File: src/include/frontend_params.svh
`ifndef FRONTEND_PARAMS_SVH
`define FRONTEND_PARAMS_SVH

// First fetch address after reset
`define FE_RESET_PC 32'h0000_1000

// Decoded instruction queue entries
`define FE_QUEUE_DEPTH 4

// Physical registers, the low 32 hold the reset mapping
`define FE_PHYS_REGS 64

// Physical tag width follows the register count
`define FE_PHYS_TAG_W $clog2(`FE_PHYS_REGS)

// Cycle bound for any wait on the memory or the rename output
`define FE_MEM_TIMEOUT 200

`endif

File: src/verilog/rv32_pkg.sv
`include "frontend_params.svh"

package rv32_pkg;

    // RV32I major opcodes handled by the front end
    typedef enum logic [6:0] {
        OP     = 7'b0110011,
        OP_IMM = 7'b0010011,
        LOAD   = 7'b0000011,
        STORE  = 7'b0100011,
        LUI    = 7'b0110111,
        AUIPC  = 7'b0010111
    } opcode_e;

    // Immediate layout selector
    typedef enum logic [1:0] {
        FMT_R,
        FMT_I,
        FMT_S,
        FMT_U
    } fmt_e;

    typedef struct packed {
        logic [6:0] funct7;
        logic [4:0] rs2;
        logic [4:0] rs1;
        logic [2:0] funct3;
        logic [4:0] rd;
        logic [6:0] opcode;
    } r_fmt_t;

    typedef struct packed {
        logic [11:0] imm;
        logic [4:0]  rs1;
        logic [2:0]  funct3;
        logic [4:0]  rd;
        logic [6:0]  opcode;
    } i_fmt_t;

    // Store immediate split around rs2/rs1
    typedef struct packed {
        logic [6:0] imm_hi;
        logic [4:0] rs2;
        logic [4:0] rs1;
        logic [2:0] funct3;
        logic [4:0] imm_lo;
        logic [6:0] opcode;
    } s_fmt_t;

    typedef struct packed {
        logic [19:0] imm;
        logic [4:0]  rd;
        logic [6:0]  opcode;
    } u_fmt_t;

    // One fetched word, four views
    typedef union packed {
        r_fmt_t r;
        i_fmt_t i;
        s_fmt_t s;
        u_fmt_t u;
    } inst_word_u;

    typedef logic [`FE_PHYS_TAG_W-1:0] phys_tag_t;

    typedef struct packed {
        logic [31:0] pc;
        logic [31:0] order;
        opcode_e     opcode;
        fmt_e        fmt;
        logic [4:0]  rs1;
        logic [4:0]  rs2;
        logic [4:0]  rd;
        logic        uses_rs1;
        logic        uses_rs2;
        logic        writes_rd;
        logic [31:0] imm;
    } decoded_inst_t;

    typedef struct packed {
        decoded_inst_t dec;
        phys_tag_t     ps1;
        phys_tag_t     ps2;
        phys_tag_t     pd;
        phys_tag_t     old_pd;
    } renamed_inst_t;

endpackage
File: src/verilog/fetch_ctrl.sv
`timescale 1ns/1ps

module fetch_ctrl (
    input  logic clk,
    input  logic rst,
    input  logic q_full,
    input  logic imem_resp,
    output logic imem_read
);

    typedef enum logic [1:0] {
        IDLE,
        REQ,
        WAIT
    } state_e;

    state_e state;
    state_e state_next;

    always_ff @(posedge clk) begin
        if (rst) begin
            state <= IDLE;
        end else begin
            state <= state_next;
        end
    end

    // WAIT stands for the one queue slot promised to the outstanding request
    // Issue only with no promise open and a free slot, so the answer always lands
    always_comb begin
        state_next = state;
        case (state)
            IDLE: begin
                if (!q_full) begin
                    state_next = REQ;
                end
            end
            // Queue may have filled with the last answer, back off then
            REQ: begin
                state_next = q_full ? IDLE : WAIT;
            end
            // Straight back to REQ so the next read follows the response
            WAIT: begin
                if (imem_resp) begin
                    state_next = REQ;
                end
            end
            default: state_next = IDLE;
        endcase
    end

    // Single-cycle read strobe
    assign imem_read = (state == REQ) && !q_full;

endmodule

File: src/verilog/frontend_top.sv
`timescale 1ns/1ps

module frontend_top
    import rv32_pkg::*;
(
    input  logic          clk,
    input  logic          rst,
    output logic [31:0]   imem_addr,
    output logic          imem_read,
    input  logic [31:0]   imem_rdata,
    input  logic          imem_resp,
    output logic          ren_valid,
    output renamed_inst_t ren_inst,
    input  logic          free_valid,
    input  phys_tag_t     free_tag
);

    logic          q_full;
    logic          q_empty;
    logic          q_pop;
    logic [31:0]   order;
    decoded_inst_t dec_inst;
    decoded_inst_t q_head;

    fetch_ctrl u_fetch_ctrl (
        .clk       (clk),
        .rst       (rst),
        .q_full    (q_full),
        .imem_resp (imem_resp),
        .imem_read (imem_read)
    );

    // Current pc is the address of the outstanding read
    pc_counter u_pc_counter (
        .clk     (clk),
        .rst     (rst),
        .advance (imem_resp),
        .pc      (imem_addr),
        .order   (order)
    );

    inst_decode u_inst_decode (
        .word  (imem_rdata),
        .pc    (imem_addr),
        .order (order),
        .dec   (dec_inst)
    );

    // Response is pushed on the same edge the pc moves on
    inst_queue u_inst_queue (
        .clk   (clk),
        .rst   (rst),
        .push  (imem_resp),
        .in    (dec_inst),
        .pop   (q_pop),
        .out   (q_head),
        .full  (q_full),
        .empty (q_empty)
    );

    rename_map u_rename_map (
        .clk        (clk),
        .rst        (rst),
        .q_empty    (q_empty),
        .head       (q_head),
        .pop        (q_pop),
        .free_valid (free_valid),
        .free_tag   (free_tag),
        .ren_valid  (ren_valid),
        .ren_inst   (ren_inst)
    );

endmodule

File: src/verilog/inst_decode.sv
`timescale 1ns/1ps

module inst_decode
    import rv32_pkg::*;
(
    input  inst_word_u    word,
    input  logic [31:0]   pc,
    input  logic [31:0]   order,
    output decoded_inst_t dec
);

    opcode_e opc;

    // Opcode sits at the same bits in every view
    assign opc = opcode_e'(word.r.opcode);

    always_comb begin
        dec        = '0;
        dec.pc     = pc;
        dec.order  = order;
        dec.opcode = opc;
        case (opc)
            OP: begin
                dec.fmt       = FMT_R;
                dec.rs1       = word.r.rs1;
                dec.rs2       = word.r.rs2;
                dec.rd        = word.r.rd;
                dec.uses_rs1  = 1'b1;
                dec.uses_rs2  = 1'b1;
                dec.writes_rd = 1'b1;
            end
            // Loads share the I layout with register-immediate ALU ops
            OP_IMM, LOAD: begin
                dec.fmt       = FMT_I;
                dec.rs1       = word.i.rs1;
                dec.rd        = word.i.rd;
                dec.uses_rs1  = 1'b1;
                dec.writes_rd = 1'b1;
                dec.imm       = {{20{word.i.imm[11]}}, word.i.imm};
            end
            STORE: begin
                dec.fmt      = FMT_S;
                dec.rs1      = word.s.rs1;
                dec.rs2      = word.s.rs2;
                dec.uses_rs1 = 1'b1;
                dec.uses_rs2 = 1'b1;
                dec.imm      = {{20{word.s.imm_hi[6]}}, word.s.imm_hi, word.s.imm_lo};
            end
            // Upper immediate, low 12 bits zero
            LUI, AUIPC: begin
                dec.fmt       = FMT_U;
                dec.rd        = word.u.rd;
                dec.writes_rd = 1'b1;
                dec.imm       = {word.u.imm, 12'b0};
            end
            // Unknown opcode passes through as a no-op
            default: dec.fmt = FMT_R;
        endcase
    end

endmodule

File: src/verilog/inst_queue.sv
`timescale 1ns/1ps
`include "frontend_params.svh"

module inst_queue
    import rv32_pkg::*;
#(
    parameter int DEPTH = `FE_QUEUE_DEPTH
) (
    input  logic          clk,
    input  logic          rst,
    input  logic          push,
    input  decoded_inst_t in,
    input  logic          pop,
    output decoded_inst_t out,
    output logic          full,
    output logic          empty
);

    localparam int PTR_W = (DEPTH > 1) ? $clog2(DEPTH) : 1;
    localparam int CNT_W = $clog2(DEPTH + 1);
    localparam logic [PTR_W-1:0] LAST  = PTR_W'(DEPTH - 1);
    localparam logic [CNT_W-1:0] LIMIT = CNT_W'(DEPTH);

    decoded_inst_t    mem [DEPTH];
    logic [PTR_W-1:0] head;
    logic [PTR_W-1:0] tail;
    logic [CNT_W-1:0] count;
    logic             do_push;
    logic             do_pop;

    assign full    = (count == LIMIT);
    assign empty   = (count == '0);
    assign do_push = push && !full;
    assign do_pop  = pop && !empty;

    // Head entry is visible without a pop
    assign out = mem[head];

    always_ff @(posedge clk) begin
        if (do_push) begin
            mem[tail] <= in;
        end
    end

    always_ff @(posedge clk) begin
        if (rst) begin
            head  <= '0;
            tail  <= '0;
            count <= '0;
        end else begin
            if (do_push) begin
                tail <= (tail == LAST) ? '0 : tail + 1'b1;
            end
            if (do_pop) begin
                head <= (head == LAST) ? '0 : head + 1'b1;
            end
            // Push and pop together leave the count alone
            if (do_push && !do_pop) begin
                count <= count + 1'b1;
            end else if (do_pop && !do_push) begin
                count <= count - 1'b1;
            end
        end
    end

endmodule

File: src/verilog/pc_counter.sv
`timescale 1ns/1ps
`include "frontend_params.svh"

module pc_counter (
    input  logic        clk,
    input  logic        rst,
    input  logic        advance,
    output logic [31:0] pc,
    output logic [31:0] order
);

    // Fetch address doubles as the memory address
    // Order counts accepted responses, one per instruction
    always_ff @(posedge clk) begin
        if (rst) begin
            pc    <= `FE_RESET_PC;
            order <= '0;
        end else if (advance) begin
            // No branches, always the next word
            pc    <= pc + 32'd4;
            order <= order + 32'd1;
        end
    end

endmodule

File: src/verilog/rename_map.sv
`timescale 1ns/1ps
`include "frontend_params.svh"

module rename_map
    import rv32_pkg::*;
(
    input  logic          clk,
    input  logic          rst,
    input  logic          q_empty,
    input  decoded_inst_t head,
    output logic          pop,
    input  logic          free_valid,
    input  phys_tag_t     free_tag,
    output logic          ren_valid,
    output renamed_inst_t ren_inst
);

    localparam int FL_DEPTH = `FE_PHYS_REGS - 32;
    localparam int FL_PTR_W = $clog2(FL_DEPTH);
    localparam int FL_CNT_W = $clog2(FL_DEPTH + 1);
    localparam logic [FL_PTR_W-1:0] FL_LAST  = FL_PTR_W'(FL_DEPTH - 1);
    localparam logic [FL_CNT_W-1:0] FL_LIMIT = FL_CNT_W'(FL_DEPTH);

    phys_tag_t           rat [32];
    phys_tag_t           fl_mem [FL_DEPTH];
    logic [FL_PTR_W-1:0] fl_head;
    logic [FL_PTR_W-1:0] fl_tail;
    logic [FL_CNT_W-1:0] fl_count;
    logic                need_pd;
    logic                alloc;
    logic                fl_push;
    renamed_inst_t       ren_next;

    // x0 never gets a new tag
    assign need_pd = head.writes_rd && (head.rd != 5'd0);
    // Stall on the head when it needs a tag and none is free
    assign pop     = !q_empty && (!need_pd || (fl_count != '0));
    assign alloc   = pop && need_pd;
    assign fl_push = free_valid && (fl_count != FL_LIMIT);

    // Sources read the table before this instruction's own update
    // Entry 0 keeps tag 0, so an x0 source needs no extra check
    always_comb begin
        ren_next        = '0;
        ren_next.dec    = head;
        ren_next.ps1    = head.uses_rs1 ? rat[head.rs1] : '0;
        ren_next.ps2    = head.uses_rs2 ? rat[head.rs2] : '0;
        ren_next.pd     = need_pd ? fl_mem[fl_head] : '0;
        ren_next.old_pd = need_pd ? rat[head.rd] : '0;
    end

    always_ff @(posedge clk) begin
        if (rst) begin
            // Identity map, free list holds 32 and up in order
            for (int i = 0; i < 32; i++) begin
                rat[i] <= phys_tag_t'(i);
            end
            for (int i = 0; i < FL_DEPTH; i++) begin
                fl_mem[i] <= phys_tag_t'(i + 32);
            end
            fl_head   <= '0;
            fl_tail   <= '0;
            fl_count  <= FL_LIMIT;
            ren_valid <= 1'b0;
        end else begin
            ren_valid <= pop;
            // Freed tags go to the tail, reused oldest first
            if (fl_push) begin
                fl_mem[fl_tail] <= free_tag;
                fl_tail         <= (fl_tail == FL_LAST) ? '0 : fl_tail + 1'b1;
            end
            if (alloc) begin
                rat[head.rd] <= fl_mem[fl_head];
                fl_head      <= (fl_head == FL_LAST) ? '0 : fl_head + 1'b1;
            end
            if (fl_push && !alloc) begin
                fl_count <= fl_count + 1'b1;
            end else if (alloc && !fl_push) begin
                fl_count <= fl_count - 1'b1;
            end
        end
    end

    // Output payload, valid one cycle after the pop
    always_ff @(posedge clk) begin
        if (pop) begin
            ren_inst <= ren_next;
        end
    end

endmodule

File: config.mk
export PLATFORM = sky130hd
export DESIGN_NAME = frontend_top
export DESIGN_NICKNAME = d
export VERILOG_FILES = /design/src/verilog/rv32_pkg.sv /design/src/verilog/fetch_ctrl.sv /design/src/verilog/frontend_top.sv /design/src/verilog/inst_decode.sv /design/src/verilog/inst_queue.sv /design/src/verilog/pc_counter.sv /design/src/verilog/rename_map.sv
export VERILOG_INCLUDE_DIRS = /design/src /design/src/include
export SDC_FILE = /design/constraint.sdc
export NUM_CORES = 2
export LEC_CHECK = 0
export BUFFER_PORTS_ARGS = -buffer_cell sky130_fd_sc_hd__buf_2
export CAP_MARGIN = 0
export CORE_ASPECT_RATIO = 0.75
export CORE_MARGIN = 4
export CORE_UTILIZATION = 40
export DETAILED_ROUTE_END_ITERATION = 8
export HOLD_SLACK_MARGIN = 0.02
export SETUP_SLACK_MARGIN = 0.2
export SLEW_MARGIN = 15
export SYNTH_ARGS = -nofsm -noshare
export SYNTH_HDL_FRONTEND = slang
export SYNTH_SLANG_ARGS = --single-unit
File: constraint.sdc
create_clock -name clk -period 8.5 [get_ports clk]
set_input_delay 0.425 -clock clk [delete_from_list [all_inputs] [get_ports clk]]
set_output_delay 0.425 -clock clk [all_outputs]
set_load 0.05 [all_outputs]
==> results.sh <==
export IMPL_criticalPathCategory="reg -> reg"
export IMPL_power_share_clock_pct=26.2
export IMPL_synth_ff_type="edfxtp_1"
export IMPL_grt_pass1_vias=28100
export IMPL_post_route_util_pct=45.8
export IMPL_p_sw_share_pct=39.0
export IMPL_dp_hpwl_mm=81.2
export IMPL_seqCellArea_um2=32300
export IMPL_syn_avg_cell_area_um2=14.1
export IMPL_most_common_layout_cells="edfxtp_1, nand2_1, nor2_1, buf_2, mux4_2"
export IMPL_grt_max_degree=99
export IMPL_drv_cap=0
export IMPL_die_height_um=308
export IMPL_layout_commonest_cell="edfxtp_1"
export IMPL_post_cts_buffers=0
export IMPL_end_kind="flip-flop"
export IMPL_cts_root_buf="clkbuf_16"
export IMPL_critPathMaxFanout=98
export IMPL_crit_required_ns=8.82
export IMPL_fp_dieW_um=409
export IMPL_hold_viol=0
export IMPL_slew_violations=0
export IMPL_synth_seq_cells=1108
export IMPL_placed_cell_area_um2=50500
export IMPL_postRouteAntennaNets=0
export IMPL_core_um2=119000
export IMPL_tritoncts="built"
export IMPL_setup_tns_ns=0
export IMPL_rsz0062_at_grt="no"
export IMPL_internal_power_mw=11.8
export IMPL_fillCellCount=10300
export IMPL_drive_above_1_share_pct=19.0
export IMPL_wirelength_mm=129
export IMPL_nets=3601
export IMPL_vias=29700
export IMPL_io_pins=223
export IMPL_finalCritPeriodShare_pct=62.9
export IMPL_htree_levels=3
export IMPL_wl_per_cell_um=24.9
export IMPL_arrival_ns=5.67
export IMPL_row_count=109
export IMPL_grt_pass1_wl_mm=190
export IMPL_synth_edf_count=1013
export IMPL_gr_total_overflow=0
export IMPL_hold_path_class="in -> reg"
export IMPL_fin_area_um2=54400
export IMPL_synth_cell_types=66
export IMPL_p_total_mw=19.4
export IMPL_clk_insertion_delay_late_ns=0.73
export IMPL_drt_iter0_drc=3525
export IMPL_max_freq_mhz=187
export IMPL_yosys_area_top_type="edfxtp_1"
export IMPL_ys_warn_count=0
export IMPL_p_per_area_nw_per_um2=357
export IMPL_leakage_nw=18.1
export IMPL_drt_pass1_iter_count=6
export IMPL_grtUsageTotal_pct=19.9
export IMPL_tightest_slew_ns=1.17
export IMPL_clk_pin_slew_worst_paths_ns=0.06
export IMPL_min_period_ns=5.35
export IMPL_syn_area_um2=48100
export IMPL_route_detailed_drc=0
export IMPL_clock_sinks=1108
export IMPL_setup_viol=0
export IMPL_clk_path_buf_depth=3
export IMPL_io_buffers=218
export IMPL_gp_congestion=0.991
export IMPL_outcome="finished, final reports clean"
export IMPL_antenna_found_initial=7
export IMPL_area_delta_synth_final_pct=13.0
export IMPL_fin_skew_ns=0.0315
export IMPL_ys_top_cells_by_area="edfxtp_1, mux4_2, dfxtp_1"
export IMPL_yosysTopAreaCellShare_pct=63.2
export IMPL_worstSetupStartpointType="flip-flop"
export IMPL_cts_buffers=109
export IMPL_max_slew_margin_rel_pct=21.8
export IMPL_p_switching_mw=7.58
export IMPL_synth_async_reset_ratio_pct=0
export IMPL_power_frac_seq_pct=37.6
export IMPL_die_area_um2=126000
export IMPL_ys_seq_area_share_pct=67.2
export IMPL_peakVddDrop_mv=0.255
export IMPL_multi_input_area_um2=14600
export IMPL_p_comb_share_pct=36.3
export IMPL_initial_core_util_pct=40.6
export IMPL_synthCells=3404
export IMPL_vias_per_cell=5.73
==> per-stage QoR <==
stage | worst slack [ns] | instances | hold WS, ns
floorplan | 3.28 | 3413 | 0.416
global placement | 3.12 | 4969 | 0.429
detailed placement | 3.06 | 4969 | 0.438
CTS | 3.02 | 5185 | 0.0285
global route | 2.79 | 5187 | 0.0519
finish | 3.15 | 5187 | 0.0855
==> area by class of cell <==
class,instances,area share (%)
Inverter,25,0.189
Multi-Input combinational cell,2006,26.8
Clock inverter,67,1.55
Antenna cell,2,0.00920
Tap cell,1554,3.58
Sequential cell,1108,59.5
Clock buffer,138,5.40
Timing Repair Buffer,287,3.02
==> Yosys cell counts, drive strengths merged, types with 55 or more instances <==
master / n
edfxtp: 1013
nand2: 423
nor2: 310
mux4: 179
nand3: 155
buf: 139
clkbuf: 135
mux2i: 106
a211oi: 101
dfxtp: 95
and2: 80
nor3: 61
nor2b: 58
a31oi: 55
==> flip-flops by register name, indices dropped and copies added (netlist names), 3 cells and up, named ones only <==
signal,cells
u_pc_counter.pc,30
u_inst_queue.count,3
u_rename_map.rat,192
u_inst_queue.mem,484
u_rename_map.fl_mem,192
u_rename_map.fl_head,5
u_rename_map.ren_inst,145
u_rename_map.fl_count,6
u_rename_map.fl_tail,5
u_pc_counter.order,32
==> critical path, cell delays in order, from the launching register on <==
cell	delay, ns
dfxtp_4	0.92
mux2_2	0.83
clkinv_2	0.10
buf_4	0.33
or2_2	0.45
o21ai_4	0.60
o41ai_4	0.24
inv_8	0.61
buf_4	0.72
==> routing by layer <==
metal	GRT usage, %	vias up	share of wire (%)
met4	5.08	4	2.6
met1	30.1	14900	45
met5	0	-	0.017
met2	28.6	1483	43
met3	5.14	231	10
li1	-	13100	-
==> worst paths after layout <==
path	from	end	slack (ns)	depth (start not counted)
max	flip-flop	u_rename_map.ren_inst[139]$_DFFE_PN_	3.15	8
min	imem_rdata[18]	u_inst_queue.mem[1][18]$_DFFE_PP_	0.09	2
max reg2reg	flip-flop	u_rename_map.ren_inst[139]$_DFFE_PN_	3.15	8
min reg2reg	u_fetch_ctrl.state[0]$_SDFFE_PP0P_	u_fetch_ctrl.state[0]$_SDFFE_PP0P_	0.46	1
==> repair_timing <==
| action | 4_1_cts | 5_1_grt |
|---|---|---|
| resized for setup | 0 | 0 |
| hold endpoints to repair | 30 | 0 |
| setup endpoints to repair | 0 | 0 |
| hold buffers | 11 | 0 |
==> power groups by stage <==
stage	logic [mW]	clock network, mW	registers (mW)
floorplan	3.80	0	8.52
global placement	6.93	0	7.41
detailed placement	6.95	0	7.41
CTS	6.98	5.19	7.31
global route	7.40	5.42	7.36
finish	7.04	5.08	7.29
==> cells by family (layout without fill, tap and decap cells) <==
kind of cell	count (synthesis)	in the layout	synth area share [%]
other cells	1	12	0.00779
flops	1108	1108	67.2
xor+xnor	61	61	1.11
mux	293	293	10.8
compound gates	330	330	4.93
simple gates	1290	1290	12.5
buf+inv	299	517	2.88
fa+ha+maj	22	22	0.603
No activity file was read; power rests on OpenSTA's default activity.
